[src/rtl/ctrl_pkg.sv]
package ctrl_pkg;

    // keyboard scan codes
    localparam logic [8:0] KEY_START = 9'h16;
    localparam logic [8:0] KEY_LEFT  = 9'h1C;
    localparam logic [8:0] KEY_RIGHT = 9'h23;
    localparam logic [8:0] KEY_JUMP  = 9'h29;

    // joystick dead band
    localparam logic [9:0] JOY_LOW  = 10'd400;
    localparam logic [9:0] JOY_HIGH = 10'd600;

    typedef struct packed {
        logic [9:0] x;
        logic [9:0] y;
        logic       jump;
    } joy_t;

    typedef struct packed {
        logic       pressed;
        logic [8:0] code;
    } key_t;

    typedef struct packed {
        logic left;
        logic right;
        logic jump;
    } cmd_t;

    typedef enum logic [1:0] {
        SCENE_START,
        SCENE_PLAY,
        SCENE_LOSE
    } scene_t;

endpackage

[src/rtl/game_pkg.sv]
package game_pkg;

    // level geometry in pixels and tiles
    localparam int MAP_COLS = 20;
    localparam int MAP_ROWS = 15;

    typedef logic [3:0] tile_t;
    typedef logic [9:0] coord_t;
    typedef logic [3:0] row_t;
    typedef logic [4:0] col_t;
    typedef logic [2:0] gate_t;

    localparam coord_t TILE_SIZE = 10'd32;

    // tile codes, everything from plate 1 upwards is solid
    localparam tile_t TILE_EMPTY  = 4'h0;
    localparam tile_t TILE_SPIKE  = 4'h1;
    localparam tile_t TILE_GATE1  = 4'h2;
    localparam tile_t TILE_GATE2  = 4'h3;
    localparam tile_t TILE_GATE3  = 4'h4;
    localparam tile_t TILE_PLATE1 = 4'h5;
    localparam tile_t TILE_PLATE2 = 4'h6;
    localparam tile_t TILE_PLATE3 = 4'h7;
    localparam tile_t TILE_EXIT   = 4'h8;
    localparam tile_t TILE_WALL   = 4'h9;

    // physics, per tick
    localparam coord_t STEP_PX     = 10'd5;
    localparam coord_t JUMP_HEIGHT = 10'd64;
    localparam coord_t CEILING_Y   = 10'd10;
    localparam coord_t FLOOR_Y     = 10'd416;
    localparam coord_t X_LIMIT     = 10'd603;
    localparam coord_t FOOT_INSET  = 10'd4;

    localparam coord_t P0_START_X = 10'd32;
    localparam coord_t P0_START_Y = 10'd320;
    localparam coord_t P1_START_X = 10'd32;
    localparam coord_t P1_START_Y = 10'd416;

    // timers in ticks
    localparam int SPIKE_TICKS = 8;
    localparam logic [3:0] SPIKE_ON_PHASE = 4'd4;
    localparam int LOSE_TICKS = 40;

    typedef struct packed {
        coord_t x;
        coord_t y;
        logic   face_left;
    } player_t;

    // tiles are 32 px, so the tile index is the coordinate above bit 5
    function automatic col_t px_to_col(coord_t px);
        return px[9:5];
    endfunction

    // rows never exceed 15 while y stays below 512
    function automatic row_t px_to_row(coord_t px);
        return px[8:5];
    endfunction

endpackage

[src/rtl/control_decode.sv]
module control_decode
    import ctrl_pkg::*;
(
    input  joy_t joy,
    input  key_t key,
    input  logic key_valid,
    output cmd_t cmd0,
    output cmd_t cmd1,
    output logic start_req
);

    logic key_held_left;
    logic key_held_right;
    logic key_held_jump;

    // player 0 on the joystick
    always_comb begin
        cmd0.left  = joy.x < JOY_LOW;
        cmd0.right = joy.x > JOY_HIGH;
        cmd0.jump  = joy.jump;
    end

    // player 1 follows the last key change while it stays pressed
    assign key_held_left  = key.pressed && (key.code == KEY_LEFT);
    assign key_held_right = key.pressed && (key.code == KEY_RIGHT);
    assign key_held_jump  = key.pressed && (key.code == KEY_JUMP);

    always_comb begin
        cmd1.left  = key_held_left;
        cmd1.right = key_held_right;
        cmd1.jump  = key_held_jump;
    end

    // only the press event counts, not the held level
    assign start_req = key_valid && key.pressed && (key.code == KEY_START);

endmodule

[src/rtl/hazard_monitor.sv]
module hazard_monitor
    import game_pkg::*;
(
    input  logic    clk,
    input  logic    rst,
    input  logic    tick,
    input  player_t p0,
    input  player_t p1,
    input  tile_t   stand0,
    input  tile_t   stand1,
    output gate_t   gates,
    output logic    spike_on,
    output logic    spike_hit
);

    logic [$clog2(SPIKE_TICKS)-1:0] tick_cnt;
    logic [3:0] phase;
    coord_t     bottom0;
    coord_t     bottom1;
    coord_t     right0;
    coord_t     right1;
    row_t       c_row [4];
    col_t       c_col [4];
    tile_t      c_tile [4];

    // gate n opens while someone's left foot is on plate n
    always_comb begin
        for (int n = 0; n < 3; n++) begin
            gates[n] = (stand0 == tile_t'(TILE_PLATE1 + n)) || (stand1 == tile_t'(TILE_PLATE1 + n));
        end
    end

    always_ff @(posedge clk or posedge rst) begin
        if (rst) begin
            tick_cnt <= '0;
            phase    <= '0;
        end else if (tick) begin
            if (int'(tick_cnt) == SPIKE_TICKS - 1) begin
                tick_cnt <= '0;
                phase    <= phase + 4'd1;
            end else begin
                tick_cnt <= tick_cnt + 1'b1;
            end
        end
    end

    assign spike_on = phase > SPIKE_ON_PHASE;

    // bottom row under each body edge
    assign bottom0 = p0.y + TILE_SIZE - 10'd1;
    assign bottom1 = p1.y + TILE_SIZE - 10'd1;
    assign right0  = p0.x + TILE_SIZE - 10'd1;
    assign right1  = p1.x + TILE_SIZE - 10'd1;

    always_comb begin
        c_row[0] = px_to_row(bottom0);
        c_row[1] = px_to_row(bottom0);
        c_row[2] = px_to_row(bottom1);
        c_row[3] = px_to_row(bottom1);
        c_col[0] = px_to_col(p0.x);
        c_col[1] = px_to_col(right0);
        c_col[2] = px_to_col(p1.x);
        c_col[3] = px_to_col(right1);
    end

    tile_map u_contact_map (
        .probe_row  (c_row),
        .probe_col  (c_col),
        .probe_tile (c_tile)
    );

    assign spike_hit = spike_on && (c_tile[0] == TILE_SPIKE || c_tile[1] == TILE_SPIKE
                                 || c_tile[2] == TILE_SPIKE || c_tile[3] == TILE_SPIKE);

endmodule

[src/rtl/platform_game.sv]
module platform_game
    import game_pkg::*, ctrl_pkg::*;
(
    input  logic    clk,
    input  logic    rst,
    input  logic    tick,
    input  joy_t    joy,
    input  key_t    key,
    input  logic    key_valid,
    output player_t p0,
    output player_t p1,
    output gate_t   gates,
    output logic    spike_on,
    output scene_t  scene
);

    cmd_t  cmd0;
    cmd_t  cmd1;
    logic  start_req;
    logic  spike_hit;
    tile_t stand0;
    tile_t stand1;

    control_decode u_ctrl (
        .joy       (joy),
        .key       (key),
        .key_valid (key_valid),
        .cmd0      (cmd0),
        .cmd1      (cmd1),
        .start_req (start_req)
    );

    // joystick player starts on the upper ledge
    player_motion #(
        .start_pos ('{x: P0_START_X, y: P0_START_Y, face_left: 1'b0})
    ) u_player0 (
        .clk      (clk),
        .rst      (rst),
        .tick     (tick),
        .cmd      (cmd0),
        .gates    (gates),
        .pos      (p0),
        .standing (stand0)
    );

    player_motion #(
        .start_pos ('{x: P1_START_X, y: P1_START_Y, face_left: 1'b0})
    ) u_player1 (
        .clk      (clk),
        .rst      (rst),
        .tick     (tick),
        .cmd      (cmd1),
        .gates    (gates),
        .pos      (p1),
        .standing (stand1)
    );

    hazard_monitor u_hazard (
        .clk       (clk),
        .rst       (rst),
        .tick      (tick),
        .p0        (p0),
        .p1        (p1),
        .stand0    (stand0),
        .stand1    (stand1),
        .gates     (gates),
        .spike_on  (spike_on),
        .spike_hit (spike_hit)
    );

    scene_fsm u_scene (
        .clk       (clk),
        .rst       (rst),
        .tick      (tick),
        .start_req (start_req),
        .spike_hit (spike_hit),
        .scene     (scene)
    );

endmodule

[src/rtl/player_motion.sv]
module player_motion
    import game_pkg::*, ctrl_pkg::*;
#(
    parameter player_t start_pos = '0
) (
    input  logic    clk,
    input  logic    rst,
    input  logic    tick,
    input  cmd_t    cmd,
    input  gate_t   gates,
    output player_t pos,
    output tile_t   standing
);

    coord_t foot_l;
    coord_t foot_r;
    coord_t below_y;
    coord_t above_y;
    coord_t mid_y;
    coord_t top_y;
    coord_t left_next;
    coord_t right_next;

    row_t  h_row [4];
    col_t  h_col [4];
    tile_t h_tile [4];
    row_t  v_row [4];
    col_t  v_col [4];
    tile_t v_tile [4];

    logic   wall_l;
    logic   wall_r;
    logic   floor_hit;
    logic   ceil_hit;
    logic   jumping;
    logic   on_ground;
    logic   start_jump;
    coord_t jump_start_y;

    // solid tiles, plus gates whose plate nobody stands on
    function automatic logic blocks(tile_t t, gate_t g);
        case (t)
            TILE_GATE1: return !g[0];
            TILE_GATE2: return !g[1];
            TILE_GATE3: return !g[2];
            default:    return t >= TILE_PLATE1;
        endcase
    endfunction

    assign foot_l     = pos.x + FOOT_INSET;
    assign foot_r     = pos.x + TILE_SIZE - FOOT_INSET - 10'd1;
    assign below_y    = pos.y + TILE_SIZE;
    assign above_y    = pos.y - 10'd1;
    assign mid_y      = pos.y + (TILE_SIZE >> 1);
    // head probe sits just inside the top edge
    assign top_y      = pos.y + FOOT_INSET;
    assign left_next  = pos.x - STEP_PX;
    assign right_next = pos.x + TILE_SIZE - 10'd1 + STEP_PX;

    // side probes: left mid, left top, right mid, right top
    always_comb begin
        h_row[0] = px_to_row(mid_y);
        h_row[1] = px_to_row(top_y);
        h_row[2] = px_to_row(mid_y);
        h_row[3] = px_to_row(top_y);
        h_col[0] = px_to_col(left_next);
        h_col[1] = px_to_col(left_next);
        h_col[2] = px_to_col(right_next);
        h_col[3] = px_to_col(right_next);
    end

    // foot probes: below left, below right, above left, above right
    always_comb begin
        v_row[0] = px_to_row(below_y);
        v_row[1] = px_to_row(below_y);
        v_row[2] = px_to_row(above_y);
        v_row[3] = px_to_row(above_y);
        v_col[0] = px_to_col(foot_l);
        v_col[1] = px_to_col(foot_r);
        v_col[2] = px_to_col(foot_l);
        v_col[3] = px_to_col(foot_r);
    end

    tile_map u_side_map (
        .probe_row  (h_row),
        .probe_col  (h_col),
        .probe_tile (h_tile)
    );

    tile_map u_foot_map (
        .probe_row  (v_row),
        .probe_col  (v_col),
        .probe_tile (v_tile)
    );

    // left screen edge counts as a wall
    assign wall_l    = (pos.x < STEP_PX) || blocks(h_tile[0], gates) || blocks(h_tile[1], gates);
    assign wall_r    = blocks(h_tile[2], gates) || blocks(h_tile[3], gates);
    assign floor_hit = blocks(v_tile[0], gates) || blocks(v_tile[1], gates);
    assign ceil_hit  = blocks(v_tile[2], gates) || blocks(v_tile[3], gates);

    assign standing   = v_tile[0];
    assign start_jump = cmd.jump && on_ground && !jumping;

    always_ff @(posedge clk or posedge rst) begin
        if (rst) begin
            pos       <= start_pos;
            jumping   <= 1'b0;
            on_ground <= 1'b1;
        end else if (tick) begin
            if (cmd.left && !wall_l) begin
                pos.x         <= pos.x - STEP_PX;
                pos.face_left <= 1'b1;
            end else if (cmd.right && pos.x < X_LIMIT && !wall_r) begin
                pos.x         <= pos.x + STEP_PX;
                pos.face_left <= 1'b0;
            end

            if (jumping) begin
                if (ceil_hit || pos.y <= jump_start_y - JUMP_HEIGHT || pos.y <= CEILING_Y) begin
                    jumping <= 1'b0;
                end else begin
                    pos.y <= pos.y - STEP_PX;
                end
            end else if (floor_hit || pos.y >= FLOOR_Y) begin
                on_ground <= 1'b1;
                // snap onto the top of the tile row below
                if (pos.y >= FLOOR_Y) begin
                    pos.y <= FLOOR_Y;
                end else begin
                    pos.y <= {1'b0, v_row[0], 5'b0} - TILE_SIZE;
                end
            end else begin
                on_ground <= 1'b0;
                pos.y     <= pos.y + STEP_PX;
            end

            if (start_jump) begin
                jumping   <= 1'b1;
                on_ground <= 1'b0;
            end
        end
    end

    always_ff @(posedge clk) begin
        if (tick && start_jump) begin
            jump_start_y <= pos.y;
        end
    end

endmodule

[src/rtl/scene_fsm.sv]
module scene_fsm
    import game_pkg::*, ctrl_pkg::*;
(
    input  logic   clk,
    input  logic   rst,
    input  logic   tick,
    input  logic   start_req,
    input  logic   spike_hit,
    output scene_t scene
);

    scene_t next_scene;
    logic [$clog2(LOSE_TICKS)-1:0] lose_cnt;
    logic lose_done;

    // last tick of the lose scene
    assign lose_done = tick && (int'(lose_cnt) == LOSE_TICKS - 1);

    always_comb begin
        next_scene = scene;
        case (scene)
            SCENE_START: if (start_req) next_scene = SCENE_PLAY;
            SCENE_PLAY:  if (spike_hit) next_scene = SCENE_LOSE;
            SCENE_LOSE:  if (lose_done) next_scene = SCENE_START;
            default:     next_scene = SCENE_START;
        endcase
    end

    always_ff @(posedge clk or posedge rst) begin
        if (rst) begin
            scene    <= SCENE_START;
            lose_cnt <= '0;
        end else begin
            scene <= next_scene;
            // count only while losing, restart on every entry
            if (scene != SCENE_LOSE) begin
                lose_cnt <= '0;
            end else if (tick) begin
                lose_cnt <= lose_cnt + 1'b1;
            end
        end
    end

endmodule

[src/rtl/tile_map.sv]
module tile_map
    import game_pkg::*;
(
    input  row_t  probe_row [4],
    input  col_t  probe_col [4],
    output tile_t probe_tile [4]
);

    typedef logic [MAP_COLS*$bits(tile_t)-1:0] map_row_t;

    // column 0 sits in the top nibble of each row
    localparam map_row_t LEVEL [MAP_ROWS] = '{
        {20{TILE_EMPTY}},
        {{10{TILE_EMPTY}}, {10{TILE_WALL}}},
        {20{TILE_EMPTY}},
        {{10{TILE_WALL}}, {10{TILE_EMPTY}}},
        {20{TILE_EMPTY}},
        {{10{TILE_WALL}}, {10{TILE_EMPTY}}},
        {20{TILE_EMPTY}},
        {{10{TILE_WALL}}, {10{TILE_EMPTY}}},
        {20{TILE_EMPTY}},
        {{7{TILE_EMPTY}}, TILE_GATE1, {4{TILE_EMPTY}}, TILE_GATE2, {4{TILE_EMPTY}},
         TILE_GATE3, TILE_EMPTY, TILE_EXIT},
        {{5{TILE_EMPTY}}, TILE_SPIKE, TILE_EMPTY, TILE_GATE1, {4{TILE_EMPTY}}, TILE_GATE2,
         {4{TILE_EMPTY}}, TILE_GATE3, TILE_EMPTY, TILE_EXIT},
        {{2{TILE_WALL}}, {3{TILE_PLATE1}}, {15{TILE_WALL}}},
        {20{TILE_EMPTY}},
        {{2{TILE_EMPTY}}, TILE_SPIKE, TILE_EMPTY, TILE_GATE1, {10{TILE_EMPTY}},
         {5{TILE_PLATE3}}},
        {{5{TILE_WALL}}, {5{TILE_PLATE1}}, {5{TILE_PLATE2}}, {5{TILE_WALL}}}
    };

    always_comb begin
        for (int i = 0; i < 4; i++) begin
            // anything off the map reads as wall
            if (probe_row[i] >= MAP_ROWS || probe_col[i] >= MAP_COLS) begin
                probe_tile[i] = TILE_WALL;
            end else begin
                probe_tile[i] = LEVEL[probe_row[i]][(MAP_COLS - 1 - probe_col[i])
                                * $bits(tile_t) +: $bits(tile_t)];
            end
        end
    end

endmodule

[config.mk]
export PLATFORM = sky130hd
export DESIGN_NAME = platform_game
export DESIGN_NICKNAME = d
export VERILOG_FILES = /design/src/rtl/ctrl_pkg.sv /design/src/rtl/game_pkg.sv /design/src/rtl/control_decode.sv /design/src/rtl/hazard_monitor.sv /design/src/rtl/platform_game.sv /design/src/rtl/player_motion.sv /design/src/rtl/scene_fsm.sv /design/src/rtl/tile_map.sv
export SDC_FILE = /design/constraint.sdc
export NUM_CORES = 1
export LEC_CHECK = 0
export CORE_MARGIN = 2
export CORE_UTILIZATION = 40
export DETAILED_ROUTE_END_ITERATION = 10
export DONT_BUFFER_PORTS = 1
export GPL_TIMING_DRIVEN = 0
export HOLD_SLACK_MARGIN = 0.15
export PLACE_DENSITY_LB_ADDON = 0.1
export SKIP_LAST_GASP = 1
export SLEW_MARGIN = 30
export SYNTH_ARGS = -nofsm -noshare
export SYNTH_HDL_FRONTEND = slang
export SYNTH_SLANG_ARGS = --single-unit
export TNS_END_PERCENT = 10
[constraint.sdc]
create_clock -name clk -period 6 [get_ports clk]
set_clock_uncertainty 0.05 [all_clocks]
set_input_delay 0.3 -clock clk [delete_from_list [all_inputs] [get_ports clk]]
set_output_delay 0.3 -clock clk [all_outputs]
set_load 0.005 [all_outputs]
# Word-level counts from Yosys, hierarchy flattened
# Memories as Yosys holds them, arrays and structs flattened.
# Cells that the tools add are included.
[word_totals] reg_bits=81 mem_bits_ro=12800 input_bits=35 output_inout_bits=48 word_cells=413 n_memories=10
[classes] add_sub_neg=49 n_lt_le_gt_ge=61 n_eq_ne=74 shifts=20 n_mux=91 bitwise=10 n_reduce_logical=82
[mem_list] name="(no name shown)" words=16 word_bits=80 rd=1 rd_clocked_by_memory_dff=0 wr=0 line_no="tile_map.sv:39" rtl="probe_tile[i] = LEVEL[probe_row[i]][(MAP_COLS - 1 - probe_col[i])"
[mem_list] name="(no name shown)" words=16 word_bits=80 rd=1 rd_clocked_by_memory_dff=0 wr=0 line_no="tile_map.sv:39"
[mem_list] name="(no name shown)" words=16 word_bits=80 rd=1 rd_clocked_by_memory_dff=0 wr=0 line_no="tile_map.sv:39"
[mem_list] name="(no name shown)" words=16 word_bits=80 rd=1 rd_clocked_by_memory_dff=0 wr=0 line_no="tile_map.sv:39"
[mem_list] name="(no name shown)" words=16 word_bits=80 rd=1 rd_clocked_by_memory_dff=0 wr=0 line_no="tile_map.sv:39"
[mem_list] name="(no name shown)" words=16 word_bits=80 rd=1 rd_clocked_by_memory_dff=0 wr=0 line_no="tile_map.sv:39"
[mem_list] name="4 more memories"
[op_table] cell="$mux 80" count=20
[op_table] cell="$shiftx 80x33->4" count=20
[op_table] cell="$eq 4x2->1 const B" count=32
[op_table] cell="$mux 10" count=12
[op_table] cell="$ge 5x5->1 const B" count=22
[op_table] cell="$eq 4x3->1 const B" count=22
[op_table] cell="$add 10x3->10 const B" count=8
[op_table] cell="$mux 4" count=20
[op_table] cell="$sub 5x5->6 const A" count=12
[op_table] cell="$ge 4x3->1 const B" count=16
[op_table] cell="$sub 10x3->10 const B" count=6
[op_table] cell="$not 4->5" count=10
[op_table] cell="$pmux 1 s3" count=16
[op_table] cell="$logic_or 1x1->1" count=42
[op_table] cell="$ge 4x4->1 const B" count=10
[op_table] cell="$sub 10x1->10 const B" count=4
[op_table] cell="$sub 9x1->9 const B" count=4
[op_table] cell="$add 10x6->10 const B" count=2
[op_table] cell="$ge 10x9->1 const B" count=2
[op_table] cell="$le 10x10->1" count=2
[op_table] cell="$le 10x4->1 const B" count=2
[op_table] cell="$lt 10x10->1 const B" count=2
[op_table] cell="$lt 10x3->1 const B" count=2
[op_table] cell="$sub 10x7->10 const B" count=2
[op_table] cell="30 further kinds" count=97

# Logic depth before layout (Yosys ltp)
# Gate-level depths: netlist of run 1.
[depth] word_depth=17 mapped_depth=26 ltp_nobuf=20

# By module
# From an unflattened synthesis of run 1, not the netlist that was laid out.
[hier_totals] cells_unflattened=3147 hier_area_um2=21888.5
[modules_own_cells] mod="tile_map (u_hazard.u_contact_map ...)" n_inst=4 cells_per_inst=427 area_each_um2=2720.1 seq_area_each_um2=0.0
[modules_own_cells] mod="player_motion (u_player1)" n_inst=1 cells_per_inst=427 area_each_um2=3488.3 seq_area_each_um2=882.1
[modules_own_cells] mod="player_motion (u_player0)" n_inst=1 cells_per_inst=427 area_each_um2=3487.1 seq_area_each_um2=880.8
[modules_own_cells] mod="tile_map (u_player0.u_foot_map)" n_inst=1 cells_per_inst=440 area_each_um2=2686.3 seq_area_each_um2=0.0
[modules_own_cells] mod="hazard_monitor" n_inst=1 cells_per_inst=85 area_each_um2=812.0 seq_area_each_um2=175.2
[modules_own_cells] mod="scene_fsm" n_inst=1 cells_per_inst=37 area_each_um2=389.1 seq_area_each_um2=200.2
[modules_own_cells] mod="control_decode" n_inst=1 cells_per_inst=23 area_each_um2=145.1 seq_area_each_um2=0.0

# Worst setup path before layout of run 1
# OpenSTA, ideal clock, no wires.
[synth_path] path_type="reg2reg" from="reg u_player0.pos[16] (netlist name)" to="reg u_player1.pos[4] (netlist name)" setup_time_ns=0.094 arrival_time_ns=5.098 required_time_ns=5.856 path_slack_ns=0.758 stages_incl_launch_ff=25 path_buffers=5 period_less_slack_ns=5.242 cell_sequence="dfstp_2 ha_1 buf_2 nand4_1 xnor2_1 inv_1 clkbuf_1 ha_1 clkbuf_1 or3b_2 a2bb2oi_1 a311oi_1 a221oi_1 a211oi_1 and4bb_1 or3b_1 buf_2 o21a_1 inv_2 nor3_1 a2111oi_4 and2_1 buf_2 o211ai_1 a211oi_1"
[synth_via] elab_chain_len=13 word_cells_on_any_way=28 cone_classes="add/sub (2); order compare (1); eq/ne (4); shift (1); mux (7); reduce/logical (13)"
[synth_lines] item="start: declaration" line_no="player_motion.sv:11" rtl="output player_t pos,"
[synth_lines] item="start signal: assignment" line_no="player_motion.sv:107" rtl="pos <= start_pos;"
[synth_lines] item="$add 10x3->10 *" line_no="player_motion.sv:50" rtl="assign foot_l = pos.x + FOOT_INSET;"
[synth_lines] item="$sub 5x5->6 / $ge 5x5->1 (equally long branches)" line_no="tile_map.sv:39, tile_map.sv:36"
[synth_lines] item="$shiftx 80x33->4 / $logic_or 1x1->1 (equally long branches)" line_no="tile_map.sv:39, tile_map.sv:36"
[synth_lines] item="$mux 4 *" line_no="tile_map.sv:36" rtl="if (probe_row[i] >= MAP_ROWS || probe_col[i] >= MAP_COLS) begin"
[synth_lines] item="$eq 4x3->1 *" line_no="hazard_monitor.sv:29" rtl="gates[n] = (stand0 == tile_t'(TILE_PLATE1 + n)) || (stand1 == tile_t'(TILE_PLATE1 + n));"
[synth_lines] item="$logic_or 1x1->1 *" line_no="hazard_monitor.sv:29"
[synth_lines] item="named net gates[0]" line_no="platform_game.sv:12" rtl="output gate_t gates,"
[synth_lines] item="$logic_not 1->1 *" line_no="player_motion.sv:43" rtl="TILE_GATE1: return !g[0];"
[synth_lines] item="$pmux 1 s3" line_no="player_motion.sv:42" rtl="case (t)"
[synth_lines] item="$logic_or 1x1->1" line_no="player_motion.sv:100" rtl="assign ceil_hit = blocks(v_tile[2], gates) || blocks(v_tile[3], gates);"
[synth_lines] item="$logic_or 1x1->1 (2 in a row)" line_no="player_motion.sv:120" rtl="if (ceil_hit || pos.y <= jump_start_y - JUMP_HEIGHT || pos.y <= CEILING_Y) begin"
[synth_lines] item="$ne 2x2->1 (no line)"
[synth_lines] item="$reduce_and 2->1 (no line)"
[synth_lines] item="end signal: assignment" line_no="player_motion.sv:107"
[synth_lines] item="end: declaration" line_no="player_motion.sv:11"
# The timed path passes the listed nets; every way through them passes the cells marked *.
# A chain may end at the register's enable or synchronous reset.

# Worst setup path after layout of run 1
[layout_path] from="reg u_player0.pos[8] (netlist name)" to="reg u_player1.pos[9] (netlist name)"
[layout_via] elab_chain_len=16 word_cells_on_any_way=31 cone_classes="add/sub (1); order compare (1); eq/ne (4); shift (1); mux (9); bitwise (1); reduce/logical (13); memory (1)"
[layout_lines] item="$add 9x6->9 *" line_no="player_motion.sv:52" rtl="assign below_y = pos.y + TILE_SIZE;"
[layout_lines] item="$not 4->5 (implied by the code)" line_no="tile_map.sv:39"
[layout_lines] item="$mem_v2 16x80"
[layout_lines] item="$mux 80 (2 in a row)"
[layout_lines] item="$shiftx 80x33->4" line_no="tile_map.sv:39"
[layout_lines] item="$mux 4 *" line_no="tile_map.sv:36"
[layout_lines] item="$eq 4x3->1 *" line_no="hazard_monitor.sv:29"
[layout_lines] item="$logic_or 1x1->1 *" line_no="hazard_monitor.sv:29"
[layout_lines] item="named net gates[0]" line_no="platform_game.sv:12"
[layout_lines] item="$logic_not 1->1 *" line_no="player_motion.sv:43"
[layout_lines] item="$pmux 1 s3" line_no="player_motion.sv:42"
[layout_lines] item="$logic_or 1x1->1" line_no="player_motion.sv:100"
[layout_lines] item="$logic_or 1x1->1 (2 in a row)" line_no="player_motion.sv:120"
[layout_lines] item="$ne 2x2->1 (no line)"
[layout_lines] item="$reduce_and 2->1 (no line)"
# The timed path passes the listed nets; every way through them passes the cells marked *. The select of a mux whose other input is x is not followed.

==> results of run 1 <==
==> metrics by stage <==
step                power (W)  std cells  setup TNS (ns)
finish                0.00250       3704               0
CTS                   0.00244       3665         -0.0622
global route          0.00262       3704          -0.237
floorplan             0.00141       2950               0
global placement      0.00173       3630          -57.48
detailed placement    0.00174       3632          -44.28
==> power groups by stage <==
| stage | registers (W) | logic [W] | clock network (W) |
|---|---|---|---|
| 6_report | 0.000629 | 0.00122 | 0.000655 |
| 5_1_grt | 0.000634 | 0.00131 | 0.000683 |
| 4_1_cts | 0.000631 | 0.00114 | 0.000670 |
| 3_5_place_dp | 0.000642 | 0.00110 | 0 |
| 3_3_place_gp | 0.000640 | 0.00109 | 0 |
| 2_1_floorplan | 0.000630 | 0.000783 | 0 |
==> final timing paths <==
check / start / end / slack [ns] / depth (start not counted)
hold / removal: key[0] / u_scene.scene[0] / 0.22 / 3
setup reg to reg: u_player0.pos[8] / u_player1.pos[9] / 0.03 / 20
setup / recovery: u_player0.pos[8] / u_player1.pos[9] / 0.03 / 20
hold reg to reg: u_hazard.phase[3] / u_hazard.phase[3] / 0.42 / 1
min in group asynchronous: rst / u_player0.pos[3] / 0.30 / 2
max in group asynchronous: rst / u_player1.pos[16] / 4.98 / 3
==> routing by layer <==
layer | vias up | global-route usage, %
met5 | - | 0
met4 | 0 | 21.3
met3 | 364 | 6.13
met2 | 1590 | 59.6
met1 | 12400 | 45.5
li1 | 11500 | -
==> area by class of cell <==
cell class	instances	area [µm²]
flip-flops and latches	81	2150
plain buffers	205	1000
clock buffers	9	225
multi-input cells	2529	17800
repair buffers	69	561
clock inverters	7	92.6
fillers	5344	28000
well taps	680	851
inverters	124	503
==> synth_stat cells, types with 17 or more instances <==
cell and n:
nand2b_1 36, o211ai_1 84, o22ai_1 35, nor4_1 49, a22oi_1 24, mux2_2 17
a31oi_1 65, a21boi_0 21, o221ai_1 18, nand4_1 45, xnor2_1 90, nor3_1 105
clkbuf_1 130, or2_2 26, o21ai_0 183, a21oi_1 174, ha_1 119, nand2_1 282
a21o_1 17, and3_1 29, nand3_1 128, mux2i_1 51, and2_1 28, or3_1 39
o311ai_0 17, nor2_1 238, o31ai_1 33, a311oi_1 21, inv_1 105, nor2b_1 26
edfxtp_1 20, o21a_1 30, dfrtp_1 52, a2111oi_0 23, o2111ai_1 17, nand3b_1 17
a211oi_1 53, xor2_1 28, buf_2 56
==> timing repair <==
action,in CTS,in global routing
hold buffers,2,0
gates resized for setup,98,141
gates cloned,0,1
pin swaps,18,30
endpoints found under the hold margin,55,0
buffers inserted,21,44
endpoints found under the setup margin,47,47
==> cells by family after synthesis <==
family / count (synthesis) / synth area share (%)
buf+inv: 341 / 6.84
compound gates: 1065 / 37.2
flops: 81 / 10.4
fa+ha+maj: 122 / 7.38
mux: 70 / 3.53
xor+xnor: 136 / 6.75
simple gates: 1135 / 27.9
==> registers in the layout, summed over array words and instances (netlist names) <==
| signal | flops |
|---|---|
| u_hazard.tick_cnt | 3 |
| u_player0.pos | 21 |
| u_player1.jump_start_y | 10 |
| u_player1.jumping | 1 |
| u_player1.on_ground | 1 |
| u_player1.pos | 21 |
| u_player0.jump_start_y | 10 |
| u_player0.jumping | 1 |
| u_hazard.phase | 4 |
| u_scene.lose_cnt | 6 |
| u_player0.on_ground | 1 |
| u_scene.scene | 2 |
==> tightest hold or removal path: stages <==
cell	delay (ns)
nor4bb_1	0.03
nand2_1	0.19
o32ai_1	0.11
==> results.yml, run 1 <==
run_status:
  status: "finished, final reports clean"
logic_synthesis:
  synth_edf_count: 20
  synth_largest_area_cell: "ha_1"
  async_flop_share_pct: 75.3
  netlist.area_leader.share_pct: 7.23
  seq_area_frac_synth_pct: 10.4
  synth_ff_type: "dfrtp_1"
  syn_nets: 3104
  syn_avg_cell_area_um2: 6.98
  ys_types: 127
  synth_warnings: 0
  syn_inst: 2950
  syn_area_um2: 20600
  ys_top_cells_by_area: "ha_1 7.2%, dfrtp_1 6.3%, nand2_1 5.1%, o21ai_0 4.4%, nor2_1 4.3%"
  ys_ff_latch: 81
pwr:
  clockPowerShare_pct: 26.2
  p_per_area_nw_per_um2: 108
  max-vdd-ir-drop_v: 0.000166
  internal_power_w: 0.00135
  p_comb_share_pct: 48.7
  switchingPower_w: 0.00115
  swShare_pct: 45.9
  seqPwrFrac_pct: 25.1
  leakage_nw: 8.65
layout:
  nNetsFinal: 3173
  fin_util_pct: 45.3
  final_layout_size_suffix_gt1_share_pct: 14.6
  final_cell_mix: "281 x nand2_1, 232 x nor2_1, 174 x o21ai_0"
  antenna_cells: 0
  final_area_um2: 23100
  final_common_cell: "nand2_1"
  area_delta_synth_final_pct: 12.4
sta:
  fin_ws_ns: 0.0298
  slew_viol_final: 0
  whs_ns: 0.219
  fmax_mhz: 167
  setup_violations: 0
  rsz0062_at_grt: "yes"
  layout_min_cycle_time_ns: 5.97
  max_slew_margin_pct: 29.2
  finalHoldViolations: 0
  worst_pin_slew_ns: 1.05
  finalCritPeriodShare_pct: 99.5
routing:
  drc: 0
  wl_per_cell_um: 27.3
  wl_met2_um: 45800
  drtPass1Iterations: 6
  dr.first_iter.drc_count: 2990
  ant_nets: 0
  wl_um: 101000
  via_per_inst: 6.99
  met3RoutedLength_um: 8500
  highest_layer: "met4"
  m1WireLength_um: 39900
  vias: 25900
global_route:
  grt_max_degree: 44
  grt_pass1_wl_um: 152000
  grt_pass1_vias: 24200
  antenna_found_initial: 0
  track_usage_pct: 36.6
  grt.overflow.total: 0
setup_path:
  worstPathCellList: "clkbuf_2, clkbuf_4, inv_2, ha_2, clkbuf_2, clkbuf_2, a21boi_0, a21boi_1, a221oi_1, a211oi_2, and4bb_2, or3b_1, buf_2, o21a_4, inv_6, mux2i_1, o2111a_2, or2_2, mux2i_1, a222oi_1"
  cp-end-kind: "flip-flop"
  crit_slowest_cell: "a222oi_1"
  crit_path_max_incr_delay_ns: 0.58
  critPathKind: "reg2reg"
  crit_family: "compound AO/OA/AOI/OAI gates"
  cpMostUsedCell: "clkbuf_2"
  arrival_ns: 6.16
  crit_required_ns: 6.19
  cp_max_fo: 10
  path_buf_inv: 7
  cp-start-kind: "flip-flop"
clocking:
  htreeDepth: 3
  clockBufferDepth: 2
  clk_pin_slew_worst_paths_ns: 0.09
  cts_tree: "done"
  cts_buffers: 9
  clock_latency_ns: 0.40
  cts-root-buf: "clkbuf_16"
  cts.sinks: 81
placement:
  port_buffers: 0
  place_ws_ns: -1.36
  place_area_um2: 21500
  dpl.hpwl_um: 79000
  gp_congestion: 1.10
floorplanning:
  die_x_um: 231
  ioPinCount: 83
  core-area_um2: 51100
  start_util_pct: 40.3
  die_h_um: 231
  row_count: 83
  die-area_um2: 53300
job:
  drv_cap: 0
hold_path:
  hold_class: "in2reg"
No activity file was read; power rests on OpenSTA's default activity.
==> run 2: changes to the inputs <==
--- a/config.mk
+++ b/config.mk
@@ -16,5 +16,6 @@
 export SLEW_MARGIN = 30
 export SYNTH_ARGS = -nofsm -noshare
 export SYNTH_HDL_FRONTEND = slang
+export SYNTH_HIERARCHICAL = 1
 export SYNTH_SLANG_ARGS = --single-unit
 export TNS_END_PERCENT = 10
==> run 2 against run 1 <==
Against the previous run:
- wire length fell by 23%
- worst hold slack got worse by 0.018 ns
- sequential cell count did not move
- first-iteration DRC count fell by 13%
- cell count rose by 5.3%
- critical path depth fell by 2
- critical path type unchanged
- highest routed layer unchanged
==> results.yml, run 2 <==
sta:
  finalHoldViolations: 0
  max_slew_margin_pct: 32.3
  slew_viol_final: 0
  setup_violations: 0
  whs_ns: 0.201
  finalCritPeriodShare_pct: 97.2
  layout_min_cycle_time_ns: 5.83
  rsz0062_at_grt: "yes"
  worst_pin_slew_ns: 1.01
  fmax_mhz: 172
  tns_ns: 0
layout:
  fin_util_pct: 44.8
  reg.largest.list: "u_player0/pos: 21 flops, u_player1/pos: 21 flops"
  area_delta_synth_final_pct: 10.3
  nNetsFinal: 3388
  final_cells: 3899
  final_area_um2: 24100
  final_cell_mix: "283 x nand2_1, 225 x a21oi_1, 212 x nor2_1"
  antenna_cells: 0
  final_layout_size_suffix_gt1_share_pct: 11.9
  final_common_cell: "nand2_1"
placement:
  gp_congestion: 0.969
  dpl.hpwl_um: 57800
  placedCellCount: 3844
  port_buffers: 0
  place_area_um2: 22900
setup_path:
  cp-start-kind: "flip-flop"
  r2r_cells: 18
  cp-end-kind: "flip-flop"
  arrival_ns: 6.01
  cp_max_fo: 10
  ff2ff_setup_slack_ns: 0.17
  r2r_end: "u_player0/pos[20]"
  critPathKind: "reg2reg"
  regToRegStartpoint: "u_player0/pos[16]"
  crit_required_ns: 6.18
floorplanning:
  die-area_um2: 56600
  row_count: 85
  die_h_um: 238
  core-area_um2: 53900
  start_util_pct: 40.6
  die_x_um: 238
  ioPinCount: 83
logic_synthesis:
  syn_inst: 3147
  async_flop_share_pct: 75.3
  netlist.area_leader.share_pct: 8.86
  synth_edf_count: 20
  seq_area_frac_synth_pct: 9.77
  syn_area_um2: 21900
  synth_warnings: 6
  synth_ff_type: "dfrtp_1"
  synth_common_cells: "283 x nand2_1, 227 x a21oi_1, 220 x nor2_1"
  synth_largest_area_cell: "ha_1"
  syn_avg_cell_area_um2: 6.96
  ys_types: 111
  syn_nets: 3337
  ys_top_cells_by_area: "ha_1 8.9%, dfrtp_1 5.9%, a21oi_1 5.2%, nand2_1 4.9%, xnor2_1 4.2%"
  yosysMostFrequentCell: "nand2_1"
  ys_ff_latch: 81
clocking:
  htreeDepth: 3
  clockBufferDepth: 2
  cts-root-buf: "clkbuf_16"
  cts.sinks: 81
  cts_tree: "done"
  clk_pin_slew_worst_paths_ns: 0.06
  clock_latency_ns: 0.36
  cts_buffers: 9
routing:
  ant_nets: 0
  drtPass1Iterations: 6
  dr.first_iter.drc_count: 2591
  wl_per_cell_um: 19.9
  wl_um: 77600
  vias: 25200
  drc: 0
  via_per_inst: 6.46
global_route:
  track_usage_pct: 25.9
  grt_pass1_vias: 23200
  grt.overflow.total: 0
  grt_pass1_wl_um: 123000
  antenna_found_initial: 1
  grt_max_degree: 24
run_status:
  status: "finished, final reports clean"
pwr:
  p_per_area_nw_per_um2: 413
  max-vdd-ir-drop_v: 0.000301
  leakage_nw: 9.50
hold_path:
  holdPathStages: 3
  worstHoldStart: "tick"
  hold_class: "in2reg"
  min_to: "u_scene/lose_cnt[0]"
job:
  drv_cap: 0
## run 2: changes by cell type after synthesis, sizes merged, moves of 23 or more
| cell | before | now |
|---|---|---|
| a21oi | 175 | 236 |
| a31oi | 67 | 35 |
| buf | 85 | 109 |
| ha | 119 | 155 |
| inv | 114 | 181 |
| nand2b | 36 | 95 |
| nand3 | 130 | 170 |
| nor2b | 26 | 102 |
| nor3 | 107 | 57 |
| nor4 | 52 | 7 |
| or3 | 40 | 17 |
## run 2: what timing repair did
action,in CTS,in global routing
buffers inserted,10,27
hold buffers,3,0
pin swaps,4,11
gates cloned,0,1
endpoints found under the setup margin,48,44
gates resized for setup,48,75
hold endpoints to repair,58,0
## run 2: metrics by stage
step           setup WS [ns]  total power [W]
2_1_floorplan          0.456          0.00689
3_3_place_gp           -2.96          0.00878
3_5_place_dp           -1.88          0.00880
4_1_cts              -0.0543          0.00961
5_1_grt               -0.100           0.0109
6_report               0.170          0.00998
## run 2: metal layers
| layer | share of wire, % | vias to the layer above | global-route usage [%] |
|---|---|---|---|
| li1 | - | 11800 | - |
| met1 | 45 | 12000 | 36.9 |
| met2 | 45 | 1262 | 41.3 |
| met3 | 8.1 | 122 | 3.34 |
| met4 | 2.1 | 0 | 6.48 |
| met5 | 0 | - | 0 |
## run 2: power by group
part | switching, W | internal, W | leakage, nW
Combinational | 0.00523 | 0.00329 | 8.43
Clock | 0.000248 | 0.000347 | 0.158
Sequential | 0.000183 | 0.000684 | 0.916
## run 2: logic make-up (layout without fill, tap and decap cells)
group / Yosys count / count (layout) / share of synthesized area (%)
AOI/OAI and AO/OA: 1027 / 1027 / 32.5
xor gates and xnor gates: 152 / 153 / 6.08
adders and majority gates: 160 / 160 / 9.09
buffers and inverters: 413 / 468 / 8.03
DFF: 81 / 81 / 9.77
muxes: 100 / 100 / 5.03
and+or+nand+nor: 1214 / 1214 / 29.5
## run 2: critical path: stages (launching register included)
cell,delay (ns)
dfstp_2,0.67
buf_2,0.28
inv_1,0.16
ha_1,0.24
a21boi_0,0.31
xor2_2,0.22
clkbuf_1,0.39
clkinv_1,0.36
ha_1,0.53
inv_1,0.06
or2_2,0.33
o311ai_1,0.53
mux2i_1,0.25
nor2_1,0.08
o211ai_1,0.47
nor2_4,0.13
buf_2,0.23
o211ai_1,0.27
a22oi_1,0.10
## run 2: worst max-delay path by stage
| stage | start | endpoint | slack [ns] | depth (start not counted) |
|---|---|---|---|---|
| after floorplan | u_player1/pos[6] | u_player1/pos[3] | 0.46 | 18 |
| after global placement | u_player0/pos[6] | u_player0/pos[5] | -2.96 | 18 |
| after detailed placement | u_player0/pos[6] | u_player0/pos[6] | -1.88 | 20 |
| after CTS | u_player1/pos[16] | u_player1/pos[5] | -0.05 | 20 |
| after global routing | u_player0/pos[16] | u_player0/pos[16] | -0.10 | 18 |
| final | u_player0/pos[16] | u_player0/pos[20] | 0.17 | 18 |
## run 2: final cells by class
cell class | count | area, µm²
buffer | 224 | 1110
timing repair buffer | 41 | 343
sequential | 81 | 2160
clock buffer | 13 | 293
tap | 696 | 871
clock inverter | 3 | 28.8
multi-input combinational | 2654 | 18600
inverter | 187 | 713
fill | 5469 | 29800
